File: src/hdl/cache_consts.svh
`ifndef CACHE_CONSTS_SVH
`define CACHE_CONSTS_SVH

// byte address and data word
`define CACHE_ADDR_W 16
`define CACHE_DATA_W 16

// address split: tag | index | word | byte
`define CACHE_TAG_W 5
`define CACHE_INDEX_W 8
`define CACHE_WORD_W 2

// backing memory is word addressed
`define MEM_ADDR_W 15

`endif

File: src/hdl/cache_pkg.sv
`include "cache_consts.svh"

package cache_pkg;

	// address fields
	typedef logic [`CACHE_TAG_W-1:0] tag_t;
	typedef logic [`CACHE_INDEX_W-1:0] index_t;
	typedef logic [`CACHE_WORD_W-1:0] word_sel_t;

	typedef logic [`CACHE_DATA_W-1:0] data_t;

	// WB* and FILL* must stay consecutive, the controller steps through them by +1
	typedef enum logic [3:0] {
		IDLE,
		COMP_READ,
		COMP_WRITE,
		WB0,
		WB1,
		WB2,
		WB3,
		FILL0,
		FILL1,
		FILL2,
		FILL3
	} ctrl_state_t;

endpackage

File: src/hdl/cache_ifs.sv
`include "cache_consts.svh"

//////////////////////////////
// controller <-> cache array
//////////////////////////////
interface cache_array_if;
	cache_pkg::index_t index;
	cache_pkg::tag_t tag;
	cache_pkg::word_sel_t word;
	logic comp; // compare access
	logic write; // write strobe
	cache_pkg::data_t wdata;

	logic hit;
	logic dirty;
	cache_pkg::tag_t victim_tag; // tag stored at index
	cache_pkg::data_t rdata;

	modport controller (
		output index, tag, word, comp, write, wdata,
		input hit, dirty, victim_tag, rdata
	);

	modport array (
		input index, tag, word, comp, write, wdata,
		output hit, dirty, victim_tag, rdata
	);
endinterface

//////////////////////////////
// controller <-> main memory
//////////////////////////////
interface mem_if;
	logic [`MEM_ADDR_W-1:0] addr; // word address
	cache_pkg::data_t wdata;
	logic rd;
	logic wr;
	cache_pkg::data_t rdata;
	logic stall;

	modport master (output addr, wdata, rd, wr, input rdata, stall);

	modport memory (input addr, wdata, rd, wr, output rdata, stall);
endinterface

File: src/hdl/cache_controller.sv
`include "cache_consts.svh"

module cache_controller (
	input logic clk,
	input logic reset,
	input logic rd,
	input logic wr,
	input logic [`CACHE_ADDR_W-1:0] addr,
	input cache_pkg::data_t data_in,
	output logic done,
	output logic resp_valid,
	output cache_pkg::data_t data_out,
	output logic hit,
	cache_array_if.controller arr,
	mem_if.master mem
);

	cache_pkg::ctrl_state_t state;
	cache_pkg::ctrl_state_t next_state;

	logic accept;
	logic in_comp;
	logic missed; // first compare of this request missed

	// latched request
	logic op_wr;
	logic [`CACHE_ADDR_W-1:0] addr_q;
	cache_pkg::data_t data_q;

	cache_pkg::tag_t req_tag;
	cache_pkg::index_t req_index;
	cache_pkg::word_sel_t req_word;
	cache_pkg::word_sel_t beat_word;

	assign done = (state == cache_pkg::IDLE);
	assign accept = done && (rd ^ wr);
	assign in_comp = (state == cache_pkg::COMP_READ) || (state == cache_pkg::COMP_WRITE);

	assign req_tag = addr_q[`CACHE_ADDR_W-1 -: `CACHE_TAG_W];
	assign req_index = addr_q[`CACHE_WORD_W+1 +: `CACHE_INDEX_W];
	assign req_word = addr_q[1 +: `CACHE_WORD_W]; // bit 0 ignored

	// word of the current memory beat
	always_comb begin
		case (state)
			cache_pkg::WB1, cache_pkg::FILL1: beat_word = 2'd1;
			cache_pkg::WB2, cache_pkg::FILL2: beat_word = 2'd2;
			cache_pkg::WB3, cache_pkg::FILL3: beat_word = 2'd3;
			default: beat_word = 2'd0;
		endcase
	end

	assign arr.index = req_index;
	assign arr.tag = req_tag;

	//////////////////////////////
	// next state and outputs
	//////////////////////////////
	always_comb begin
		next_state = state;
		arr.comp = 1'b0;
		arr.write = 1'b0;
		arr.word = req_word;
		arr.wdata = data_q;
		mem.rd = 1'b0;
		mem.wr = 1'b0;
		mem.addr = {req_tag, req_index, beat_word};
		mem.wdata = arr.rdata;

		case (state)
			cache_pkg::IDLE: begin
				if (accept)
					next_state = wr ? cache_pkg::COMP_WRITE : cache_pkg::COMP_READ;
			end
			cache_pkg::COMP_READ, cache_pkg::COMP_WRITE: begin
				arr.comp = 1'b1;
				arr.write = op_wr && arr.hit; // no compare write on a miss
				if (arr.hit)
					next_state = cache_pkg::IDLE;
				else if (arr.dirty)
					next_state = cache_pkg::WB0;
				else
					next_state = cache_pkg::FILL0;
			end
			cache_pkg::WB0, cache_pkg::WB1, cache_pkg::WB2, cache_pkg::WB3: begin
				arr.word = beat_word;
				mem.wr = 1'b1;
				mem.addr = {arr.victim_tag, req_index, beat_word}; // victim line
				if (!mem.stall)
					next_state = cache_pkg::ctrl_state_t'(state + 4'd1); // WB3 -> FILL0
			end
			cache_pkg::FILL0, cache_pkg::FILL1, cache_pkg::FILL2, cache_pkg::FILL3: begin
				arr.word = beat_word;
				arr.wdata = mem.rdata;
				arr.write = !mem.stall; // word lands at end of beat
				mem.rd = 1'b1;
				if (!mem.stall) begin
					if (state == cache_pkg::FILL3)
						next_state = op_wr ? cache_pkg::COMP_WRITE : cache_pkg::COMP_READ;
					else
						next_state = cache_pkg::ctrl_state_t'(state + 4'd1);
				end
			end
			default: next_state = cache_pkg::IDLE;
		endcase
	end

	always_ff @(posedge clk) begin
		if (reset) begin
			state <= cache_pkg::IDLE;
			resp_valid <= 1'b0;
			missed <= 1'b0;
		end else begin
			state <= next_state;
			resp_valid <= in_comp && arr.hit;
			if (accept)
				missed <= 1'b0;
			else if (in_comp && !arr.hit)
				missed <= 1'b1;
		end
	end

	// request and response payload
	always_ff @(posedge clk) begin
		if (accept) begin
			op_wr <= wr;
			addr_q <= addr;
			data_q <= data_in;
		end
		if (in_comp && arr.hit) begin
			data_out <= arr.rdata;
			hit <= !missed;
		end
	end

	//////////////////////////////
	// checks
	//////////////////////////////
	a_mem_excl: assert property (@(posedge clk) disable iff (reset)
		!(mem.rd && mem.wr));

	a_state_legal: assert property (@(posedge clk) disable iff (reset)
		state inside {cache_pkg::IDLE, cache_pkg::COMP_READ, cache_pkg::COMP_WRITE,
			[cache_pkg::WB0:cache_pkg::FILL3]});

	// both strobes while idle is dropped
	a_no_dual_accept: assert property (@(posedge clk) disable iff (reset)
		(done && rd && wr) |=> state == cache_pkg::IDLE);

endmodule

File: src/flat_wrapper.sv
// flat-port wrapper written by rule: the top's interface ports become plain ports
module cache_controller_flat 
  (clk, reset, rd, wr, addr, data_in, done, resp_valid, data_out, hit, arr_index, arr_tag, arr_word, arr_comp, arr_write, arr_wdata, arr_hit, arr_dirty, arr_victim_tag, arr_rdata, mem_addr, mem_wdata, mem_rd, mem_wr, mem_rdata, mem_stall);
  cache_array_if arr_i ();
  mem_if mem_i ();
  input logic clk;
  input logic reset;
  input logic rd;
  input logic wr;
  input logic [`CACHE_ADDR_W-1:0] addr;
  input cache_pkg::data_t data_in;
  output logic done;
  output logic resp_valid;
  output cache_pkg::data_t data_out;
  output logic hit;
  output wire logic [$bits(arr_i.index)-1:0] arr_index;
  output wire logic [$bits(arr_i.tag)-1:0] arr_tag;
  output wire logic [$bits(arr_i.word)-1:0] arr_word;
  output wire logic [$bits(arr_i.comp)-1:0] arr_comp;
  output wire logic [$bits(arr_i.write)-1:0] arr_write;
  output wire logic [$bits(arr_i.wdata)-1:0] arr_wdata;
  input wire logic [$bits(arr_i.hit)-1:0] arr_hit;
  input wire logic [$bits(arr_i.dirty)-1:0] arr_dirty;
  input wire logic [$bits(arr_i.victim_tag)-1:0] arr_victim_tag;
  input wire logic [$bits(arr_i.rdata)-1:0] arr_rdata;
  output wire logic [$bits(mem_i.addr)-1:0] mem_addr;
  output wire logic [$bits(mem_i.wdata)-1:0] mem_wdata;
  output wire logic [$bits(mem_i.rd)-1:0] mem_rd;
  output wire logic [$bits(mem_i.wr)-1:0] mem_wr;
  input wire logic [$bits(mem_i.rdata)-1:0] mem_rdata;
  input wire logic [$bits(mem_i.stall)-1:0] mem_stall;
  assign arr_index = arr_i.index;
  assign arr_tag = arr_i.tag;
  assign arr_word = arr_i.word;
  assign arr_comp = arr_i.comp;
  assign arr_write = arr_i.write;
  assign arr_wdata = arr_i.wdata;
  assign arr_i.hit = arr_hit;
  assign arr_i.dirty = arr_dirty;
  assign arr_i.victim_tag = arr_victim_tag;
  assign arr_i.rdata = arr_rdata;
  assign mem_addr = mem_i.addr;
  assign mem_wdata = mem_i.wdata;
  assign mem_rd = mem_i.rd;
  assign mem_wr = mem_i.wr;
  assign mem_i.rdata = mem_rdata;
  assign mem_i.stall = mem_stall;
  cache_controller u_core (.clk(clk), .reset(reset), .rd(rd), .wr(wr), .addr(addr), .data_in(data_in), .done(done), .resp_valid(resp_valid), .data_out(data_out), .hit(hit), .arr(arr_i), .mem(mem_i));
endmodule
File: config.mk
export PLATFORM = sky130hd
export DESIGN_NAME = cache_controller_flat
export DESIGN_NICKNAME = d
export VERILOG_FILES = /design/src/hdl/cache_pkg.sv /design/src/hdl/cache_ifs.sv /design/src/hdl/cache_controller.sv /design/src/flat_wrapper.sv
export VERILOG_INCLUDE_DIRS = /design/src /design/src/hdl
export SDC_FILE = /design/constraint.sdc
export NUM_CORES = 1
export LEC_CHECK = 0
export ABC_AREA = 0
export ABC_CLOCK_PERIOD_IN_PS = 8600
export BUFFER_PORTS_ARGS = -buffer_cell sky130_fd_sc_hd__buf_2
export CORE_MARGIN = 3
export CORE_UTILIZATION = 47
export DETAILED_ROUTE_END_ITERATION = 10
export PLACE_DENSITY = 0.85
export SYNTH_ARGS = -nofsm -noshare
export SYNTH_HDL_FRONTEND = slang
export SYNTH_SLANG_ARGS = --single-unit
export TNS_END_PERCENT = 100
File: constraint.sdc
create_clock -name clk -period 8.6 [get_ports clk]
set_input_delay 2.15 -clock clk [delete_from_list [all_inputs] [get_ports clk]]
set_output_delay 2.15 -clock clk [all_outputs]
set_load 0.02 [all_outputs]
==> results of run 1 <==
==> flip-flops by register name, summed over array words and instances (netlist names) <==
signal / cells
u_core.addr_q: 15
u_core.missed: 1
u_core.op_wr: 1
u_core.hit: 1
u_core.data_out: 16
u_core.data_q: 16
u_core.resp_valid: 1
u_core.state: 4
==> path summary, 6_finish.rpt <==
kind	from	to	depth (start not counted)
hold / removal	u_core.missed	u_core.hit	1
setup reg to reg	u_core.state[0]	u_core.addr_q[11]	4
setup / recovery	arr_hit	arr_write	4
hold reg to reg	u_core.missed	u_core.hit	1
==> per-stage QoR <==
| step | instances | worst slack (ns) |
|---|---|---|
| floorplan | 192 | 3.48 |
| global placement | 379 | 3.12 |
| detailed placement | 379 | 3.11 |
| CTS | 387 | 3.10 |
| global route | 387 | 3.00 |
| finish | 387 | 3.14 |
==> cell usage after synthesis (2+ instances only) <==
library cell | count | area (µm²)
a21oi_1 | 2 | 10.0
a221oi_1 | 3 | 26.3
buf_4 | 38 | 285
buf_6 | 3 | 33.8
clkbuf_8 | 2 | 27.5
dfxtp_1 | 6 | 120
edfxtp_1 | 49 | 1470
ha_1 | 4 | 50.1
inv_1 | 6 | 22.5
mux2_2 | 21 | 236
mux2i_1 | 2 | 20.0
nand2_1 | 4 | 15.0
nor2_1 | 7 | 26.3
nor2b_1 | 2 | 12.5
nor3_1 | 3 | 15.0
nor4_1 | 2 | 12.5
o21ai_0 | 2 | 10.0
o221ai_1 | 2 | 17.5
o2bb2ai_1 | 3 | 26.3
xnor2_1 | 2 | 17.5
==> routing by layer <==
metal  wire [µm]  global-route usage (%)  up-vias
li1            -                       -      923
met1        2050                    17.7      889
met2        2870                    27.7      115
met3         677                    4.66        2
met4          35                    3.99        0
met5           0                       0        -
==> power breakdown <==
| part | total [mW] | switching (mW) | internal [mW] |
|---|---|---|---|
| logic | 0.417 | 0.269 | 0.148 |
| clock network | 0.145 | 0.0846 | 0.0599 |
| registers | 0.408 | 0.0325 | 0.376 |
==> cell families (layout without fill, tap and decap cells) <==
family	Yosys count	in the layout	share of synthesized area, %
XOR/XNOR	2	2	0.640
flip-flops	55	55	58.1
buffers and inverters	50	173	13.7
adder cells (fa/ha/maj)	4	4	1.83
AO/OA/AOI/OAI	25	25	8.36
AND/OR/NAND/NOR	33	33	8.00
multiplexers	23	23	9.37
==> layout make-up <==
class | count | area (µm²) | area share (%)
multi-input cells | 87 | 779 | 23.1
inverters | 6 | 22.5 | 0.667
well taps | 72 | 90.1 | 2.67
flip-flops and latches | 55 | 1590 | 47.1
clock buffers | 5 | 68.8 | 2.04
repair buffers | 159 | 796 | 23.6
clock inverters | 3 | 27.5 | 0.815
==> results.py, run 1 <==
metrics = {
    "finish": {
        "final_util_pct": 60.6,
        "layout_commonest_cell": "buf_2",
        "drive_gt1_share_pct": 62.9,
        "fill_cells": 435,
        "layout_common_cells": "buf_2, edfxtp_1, mux2_2",
        "design_area_um2": 3380,
        "antenna_cells": 0,
        "syn2layout_area_growth_pct": 23.3,
        "final_net_count": 394,
    },
    "route": {
        "dr.pass1.iters": 4,
        "first_iter_violations": 22,
        "via_count": 1929,
        "routed_wirelength_mm": 5.62,
        "post-route-drc-count": 0,
        "viasPerCell": 4.98,
        "ant_nets": 0,
        "wl_per_cell_um": 14.5,
    },
    "critical_path": {
        "cp-end-kind": "primary output",
        "path_delay_family": "simple AND/OR/NAND/NOR gates",
        "cp_slowest_cell": "and2_1",
        "ff2ff_setup_slack_ns": 6.09,
        "worst-path-max-fanout": 19,
        "critPathMaxStageDelay_ns": 0.63,
        "cp_num_buf_inv": 2,
        "timing.critical_path.mode_cell": "buf_2",
        "cp.required_ns": 6.45,
        "path_cells": "buf_2, and2_1, a22o_1, buf_2",
        "cp.arrival_ns": 3.31,
        "startpoint_type": "input pin",
        "path_class": "in2out",
    },
    "die": {
        "fp.dieH_um": 82.3,
        "start_util_pct": 49.1,
        "die_w_um": 82.3,
        "dieArea_um2": 6780,
        "core_area_um2": 5570,
        "io_pins": 161,
        "fp-row-count": 27,
    },
    "global_routing": {
        "grt_max_degree": 34,
        "antenna_found_initial": 0,
        "gr-total-overflow": 0,
        "grtUsageTotal_pct": 15.4,
        "grt_first_pass_wirelength_mm": 7.96,
        "first_global_vias": 1774,
    },
    "logic_synthesis": {
        "syn_area_um2": 2740,
        "yosysUniqueCellTypes": 49,
        "synthCells": 192,
        "yosysWarnings": 0,
        "ys.flop_type": "edfxtp_1",
        "syn_area_per_cell_um2": 14.3,
        "synth-seq-cells": 55,
        "synth_edf_count": 49,
        "async_flop_share_pct": 0,
        "yosysSeqAreaShare_pct": 58.1,
        "syn-num-nets": 272,
    },
    "clock_tree": {
        "clk_pin_slew_ns": 0.11,
        "cts_resized": 0,
        "cts_tree": "built",
        "clock-root-buffer": "clkbuf_8",
        "clock_path_buffers": 2,
        "numCtsBuffers": 5,
        "htreeDepth": 2,
        "hold_buffers": 0,
        "worstSkewPairLatency_ns": 0.30,
        "clock-sinks": 55,
        "cts_setup_buffers": 0,
    },
    "power_and_ir_drop": {
        "finalPower_uw": 970,
        "pwr_density_cell_nw_per_um2": 287,
        "power_leakage_nw": 1.47,
        "peakVddDrop_v": 0.000184,
    },
    "timing": {
        "maxSlewViolCount": 0,
        "hold_ws_ns": 0.467,
        "post-route-min-period_ns": 5.46,
        "rsz0062_at_grt": "no",
        "tightest_slew_ns": 0.934,
        "slew-limit-headroom_pct": 37.6,
        "hold_viol_final": 0,
        "tns_ns": 0,
        "clock.fmax_mhz": 183,
        "setup_viol": 0,
        "period_share_pct": 63.5,
        "clock_skew_ns": 0.00927,
    },
    "place": {
        "portBuffers": 159,
        "placed_area_um2": 3280,
        "dp_hpwl_mm": 4.43,
        "gp_congestion": 0.822,
    },
    "worst_hold_path": {
        "hold_path_class": "reg2reg",
    },
    "job": {
        "maxCapViolations": 0,
    },
    "run_status": {
        "status": "finished clean",
    },
}
Power figures use the tool's default switching activity.
==> run 2, diff against run 1 <==
- ABC_AREA: 0 -> 1
- ABC_CLOCK_PERIOD_IN_PS: 8600 -> 4950
- CORE_UTILIZATION: 47 -> 39
- PLACE_DENSITY: 0.85 -> 0.76
- clock period: 8.6 -> 4.95 ns (I/O delays scaled with it)
==> run 2 against run 1 <==
  * Die area rose by 17%
  * Critical path type is now reg2out
  * Critical endpoint is now arr_wdata[3]
  * Cell area down 1.0%
  * Clock-buffer cell count unchanged
  * Total power rose by 61%
  * Non-clock buffer count is 1 higher
==> results.py, run 2 <==
metrics = {
    "timing": {
        "slew-limit-headroom_pct": 39.2,
        "rsz0062_at_grt": "no",
        "tns_ns": 0,
        "hold_viol_final": 0,
        "maxSlewViolCount": 0,
        "setup_viol": 0,
        "period_share_pct": 69.0,
        "tightest_slew_ns": 0.909,
        "clock_skew_ns": 0.00345,
        "post-route-min-period_ns": 3.42,
        "clock.fmax_mhz": 293,
    },
    "global_routing": {
        "grt_max_degree": 34,
        "grt_first_pass_wirelength_mm": 8.69,
        "first_global_vias": 1877,
        "gr-total-overflow": 0,
        "antenna_found_initial": 0,
        "grtUsageTotal_pct": 14.3,
    },
    "die": {
        "io_pins": 161,
        "dieArea_um2": 7940,
        "core_area_um2": 6530,
        "fp.dieH_um": 89.1,
        "die_w_um": 89.1,
        "start_util_pct": 41.2,
        "fp-row-count": 29,
    },
    "critical_path": {
        "path_delay_family": "simple AND/OR/NAND/NOR gates",
        "worst-path-max-fanout": 20,
        "cp-end-kind": "primary output",
        "ff2ff_setup_slack_ns": 2.93,
        "startpoint_type": "register",
        "cp_slowest_cell": "dfxtp_1",
        "cp.arrival_ns": 2.18,
        "path_class": "reg2out",
        "cp.required_ns": 3.71,
        "path_cells": "inv_1, ha_1, inv_1, a21oi_1, nor2_4, nand2_1, nand2_1, buf_2",
        "cp_num_buf_inv": 3,
        "critPathMaxStageDelay_ns": 0.46,
    },
    "logic_synthesis": {
        "synthTopCellsByArea": "edfxtp_1, nand2_1, buf_4",
        "synth.top_cells.by_count": "nand2_1, edfxtp_1, buf_4",
        "synth_edf_count": 49,
        "synth.most_common_cell": "nand2_1",
        "syn-num-nets": 342,
        "yosysUniqueCellTypes": 25,
        "syn_area_um2": 2690,
        "synth_top_area_share_pct": 54.6,
        "synth-seq-cells": 55,
        "synthCells": 262,
        "yosysTopAreaCell": "edfxtp_1",
        "yosysSeqAreaShare_pct": 59.1,
        "ys.flop_type": "edfxtp_1",
        "async_flop_share_pct": 0,
        "syn_area_per_cell_um2": 10.3,
        "yosysWarnings": 0,
    },
    "power_and_ir_drop": {
        "peakVddDrop_v": 0.000268,
        "pwr_density_cell_nw_per_um2": 467,
        "finalPower_mw": 1.56,
        "power_leakage_nw": 1.65,
    },
    "clock_tree": {
        "htreeDepth": 2,
        "clk_pin_slew_ns": 0.09,
        "cts_resized": 0,
        "hold_buffers": 0,
        "numCtsBuffers": 5,
        "clock_path_buffers": 2,
        "worstSkewPairLatency_ns": 0.30,
        "cts_setup_buffers": 0,
        "clock-sinks": 55,
        "clock-root-buffer": "clkbuf_8",
        "cts_tree": "built",
    },
    "place": {
        "portBuffers": 159,
        "gp_congestion": 0.807,
        "dp_hpwl_mm": 4.83,
    },
    "finish": {
        "top_regs": "u_core.data_out: 16 flops, u_core.data_q: 16 flops, u_core.addr_q: 15 flops",
        "antenna_cells": 0,
        "drive_gt1_share_pct": 47.5,
        "final_net_count": 466,
        "layout_common_cells": "buf_2, nand2_1, edfxtp_1",
        "layout_commonest_cell": "buf_2",
        "syn2layout_area_growth_pct": 24.1,
    },
    "route": {
        "routed_wirelength_mm": 6.02,
        "dr.pass1.iters": 4,
        "first_iter_violations": 49,
        "post-route-drc-count": 0,
        "via_count": 2160,
        "ant_nets": 0,
        "wl_per_cell_um": 13.0,
        "viasPerCell": 4.66,
    },
    "job": {
        "maxCapViolations": 0,
    },
    "run_status": {
        "status": "finished clean",
    },
    "worst_hold_path": {
        "hold_path_class": "reg2reg",
    },
}
run 2: cell count changes after synthesis, moves of 5 or more:
cell | before | now
nand2_1 | 4 | 97
mux2_2 | 21 | 0
nand3_1 | 1 | 11
inv_1 | 6 | 15
inv_2 | 0 | 5
run 2: final timing paths:
kind | depth (start not counted) | to | start
hold reg to reg | 1 | u_core.hit | u_core.missed
setup reg to reg | 9 | u_core.state[3] | u_core.state[0]
setup / recovery | 8 | arr_wdata[3] | u_core.state[0]
hold / removal | 1 | u_core.hit | u_core.missed
run 2: power breakdown:
| part | leakage, nW | total, mW | switching (mW) | internal, mW |
|---|---|---|---|---|
| Sequential | 0.508 | 0.684 | 0.0392 | 0.644 |
| Clock | 0.0460 | 0.240 | 0.141 | 0.0992 |
| Combinational | 1.10 | 0.635 | 0.440 | 0.195 |
run 2: kinds of logic (layout without fill, tap and decap cells):
| logic type | after synthesis | in the layout | share of synthesized area [%] |
|---|---|---|---|
| AO/OA/AOI/OAI | 11 | 11 | 2.56 |
| buffers and inverters | 63 | 188 | 15.6 |
| XOR/XNOR | 3 | 3 | 0.976 |
| adder cells (fa/ha/maj) | 4 | 4 | 1.86 |
| AND/OR/NAND/NOR | 126 | 126 | 19.9 |
| flip-flops | 55 | 55 | 59.1 |
run 2: stage by stage:
| step | util, % | cell area (µm²) | std cells | worst slack, ns | hold slack, ns |
|---|---|---|---|---|---|
| after global routing | 51.1 | 3340 | 464 | 1.36 | 0.514 |
| after CTS | 51.1 | 3340 | 464 | 1.50 | 0.482 |
| final | 51.1 | 3340 | 464 | 1.53 | 0.473 |
| after global placement | 49.8 | 3250 | 456 | 1.85 | 0.444 |
| after detailed placement | 49.8 | 3250 | 456 | 1.85 | 0.449 |
| after floorplan | - | 2690 | 262 | 1.29 | 0.433 |
run 2: cell type report:
class	count	area, µm²
Multi-Input combinational cell	144	688
Tap cell	77	96.3
Fill cell	605	3190
Timing Repair Buffer	160	803
Clock inverter	3	17.5
Sequential cell	55	1590
Inverter	20	75.1
Clock buffer	5	68.8
run 2: per-layer routing:
layer  global-route usage (%)  wire length, µm  up-vias
met4                     3.52               33        0
li1                         -                -     1053
met2                     25.3             2920      129
met5                        0                0        -
met3                     5.90              773        2
met1                     16.1             2290      976
==> run 3, diff against run 2 <==
- ABC_CLOCK_PERIOD_IN_PS: 4950 -> 3200
- CORE_UTILIZATION: 39 -> 43
- PLACE_DENSITY: 0.76 -> 0.8
- clock period: 4.95 -> 3.2 ns (I/O delays scaled with it)
==> run 3 against run 2 <==
  * Die area fell by 8.7%
  * Register-to-register slack got worse by 1.6 ns
  * Critical path depth fell by 1
  * Clock power rose by 91%
  * Flip-flop and latch count did not move
  * Critical endpoint is now arr_word[0]
  * Utilization rose by 5.1 points
  * Worst setup slack got worse by 1.2 ns
  * Hold slack improved by 0.0091 ns
==> results.py, run 3 (synthesis gave the netlist of run 2 again) <==
metrics = {
    "critical_path": {
        "critPathLaunch": "u_core.state[0]",
        "cp_num_buf_inv": 3,
        "timing.critical_path.mode_cell": "inv_1",
        "cp.arrival_ns": 2.11,
        "rr_worst_depth": 9,
        "path_class": "reg2out",
        "path_delay_family": "flip-flops",
        "cp_slowest_cell": "dfxtp_2",
        "cp-end-kind": "primary output",
        "r2r-start": "u_core.state[0]",
        "startpoint_type": "register",
        "ff2ff_setup_slack_ns": 1.34,
        "critPathMaxStageDelay_ns": 0.40,
        "cp.required_ns": 2.40,
        "reg2reg_to": "u_core.state[3]",
        "worst-path-max-fanout": 20,
        "path_cells": "inv_1, ha_1, inv_1, a21oi_1, nor2_4, a31o_1, buf_2",
    },
    "worst_hold_path": {
        "hold_path_depth": 1,
        "hp-start": "u_core.missed",
        "hold_path_class": "reg2reg",
        "min_to": "u_core.hit",
    },
    "finish": {
        "antenna_cells": 0,
        "layout_commonest_cell": "buf_2",
        "fill_cells": 523,
        "drive_gt1_share_pct": 47.9,
        "top_regs": "u_core.data_out: 16 flops, u_core.data_q: 16 flops, u_core.addr_q: 15 flops",
        "final_net_count": 467,
        "syn2layout_area_growth_pct": 25.2,
        "instances_no_fill": 463,
        "design_area_um2": 3370,
        "layout_common_cells": "buf_2, nand2_1, edfxtp_1",
        "final_util_pct": 56.3,
    },
    "global_routing": {
        "busiest_layer": "met2",
        "gr-total-overflow": 0,
        "grt_first_pass_wirelength_mm": 9.58,
        "grt_max_degree": 27,
        "first_global_vias": 2083,
        "met1_usage_pct": 17.6,
        "grtUsageTotal_pct": 16.8,
        "met3_usage_pct": 7.09,
        "antenna_found_initial": 0,
        "grt.met2_usage_pct": 30.9,
    },
    "die": {
        "die_w_um": 85.1,
        "dieArea_um2": 7250,
        "io_pins": 161,
        "core_area_um2": 5990,
        "fp.dieH_um": 85.1,
        "start_util_pct": 44.9,
        "fp-row-count": 28,
    },
    "timing": {
        "hold_ws_ns": 0.482,
        "period_share_pct": 91.1,
        "rsz0062_at_grt": "no",
        "post-route-min-period_ns": 2.91,
        "clock.fmax_mhz": 343,
        "setup_viol": 0,
        "hold_viol_final": 0,
        "tightest_slew_ns": 0.471,
        "maxSlewViolCount": 0,
        "tns_ns": 0,
        "clock_skew_ns": 0.0164,
        "slew-limit-headroom_pct": 68.5,
        "setup_ws_ns": 0.286,
    },
    "run_status": {
        "status": "finished clean",
    },
    "clock_tree": {
        "worstSkewPairLatency_ns": 0.31,
        "clock_path_buffers": 2,
        "htreeDepth": 2,
        "hold_buffers": 0,
        "numCtsBuffers": 5,
        "cts_tree": "built",
        "clock-sinks": 55,
        "clock-root-buffer": "clkbuf_8",
        "clk_pin_slew_ns": 0.10,
    },
    "route": {
        "wl_per_cell_um": 13.0,
        "post-route-drc-count": 0,
        "routed_wirelength_mm": 6.04,
        "viasPerCell": 4.59,
        "via_count": 2124,
        "first_iter_violations": 58,
        "dr.pass1.iters": 4,
        "ant_nets": 0,
    },
    "place": {
        "dp_hpwl_mm": 4.88,
        "pre_cts_ws_ns": 0.528,
        "portBuffers": 159,
        "gp_congestion": 0.811,
        "dp.cells": 455,
        "placed_area_um2": 3260,
    },
    "job": {
        "maxCapViolations": 0,
    },
    "power_and_ir_drop": {
        "pwr_density_cell_nw_per_um2": 745,
        "finalPower_mw": 2.51,
        "power_leakage_nw": 1.67,
        "peakVddDrop_v": 0.000449,
    },
}
## run 3: changes by cell type in the layout (fill, tap and decap cells not counted), sizes merged
| cell | previous run | this run |
|---|---|---|
| clkbuf | 5 | 6 |
| clkinv | 2 | 0 |
| bufinv | 0 | 1 |
| buf | 160 | 161 |
## run 3: cell type report
| class | instances | area, µm² | area share (%) |
|---|---|---|---|
| Sequential cell | 55 | 1590 | 47.2 |
| Multi-Input combinational cell | 144 | 688 | 20.4 |
| Clock buffer | 6 | 72.6 | 2.15 |
| Inverter | 20 | 75.1 | 2.23 |
| Clock inverter | 2 | 38.8 | 1.15 |
| Tap cell | 75 | 93.8 | 2.78 |
| Timing Repair Buffer | 161 | 811 | 24.0 |
## run 3: report_power, final
part           switching (mW)  internal, mW  leakage (nW)  total [mW]
Clock                   0.222         0.237        0.0558       0.458
Sequential             0.0605         0.995         0.509        1.06
Combinational           0.688         0.309          1.10       0.996
Total                   0.970          1.54          1.67        2.51
## run 3: what timing repair did
item,4_1_cts,5_1_grt
buffers inserted,0,0
resized for setup,0,1
setup endpoints to repair,0,1
## run 3: layer usage
metal  vias up  wire [µm]
met5         -          0
met4         0         62
met3         5        790
met2       131       3060
met1       931       2120
li1       1057          -
## run 3: worst max-delay path by stage
stage | depth (start not counted) | to
after floorplan | 8 | arr_write
after global placement | 9 | arr_word[0]
after detailed placement | 7 | arr_word[0]
after CTS | 7 | arr_word[0]
after global routing | 7 | arr_word[0]
final | 7 | arr_word[0]
## run 3: worst reg2reg max path, cell delays in order (launching register included)
cell and delay [ns]:
dfxtp_2 0.40, inv_1 0.09, ha_1 0.27, inv_1 0.10
a21oi_1 0.11, nor2_4 0.39, nor2_2 0.09, nor2_4 0.15
nand2_1 0.07, a21oi_1 0.11
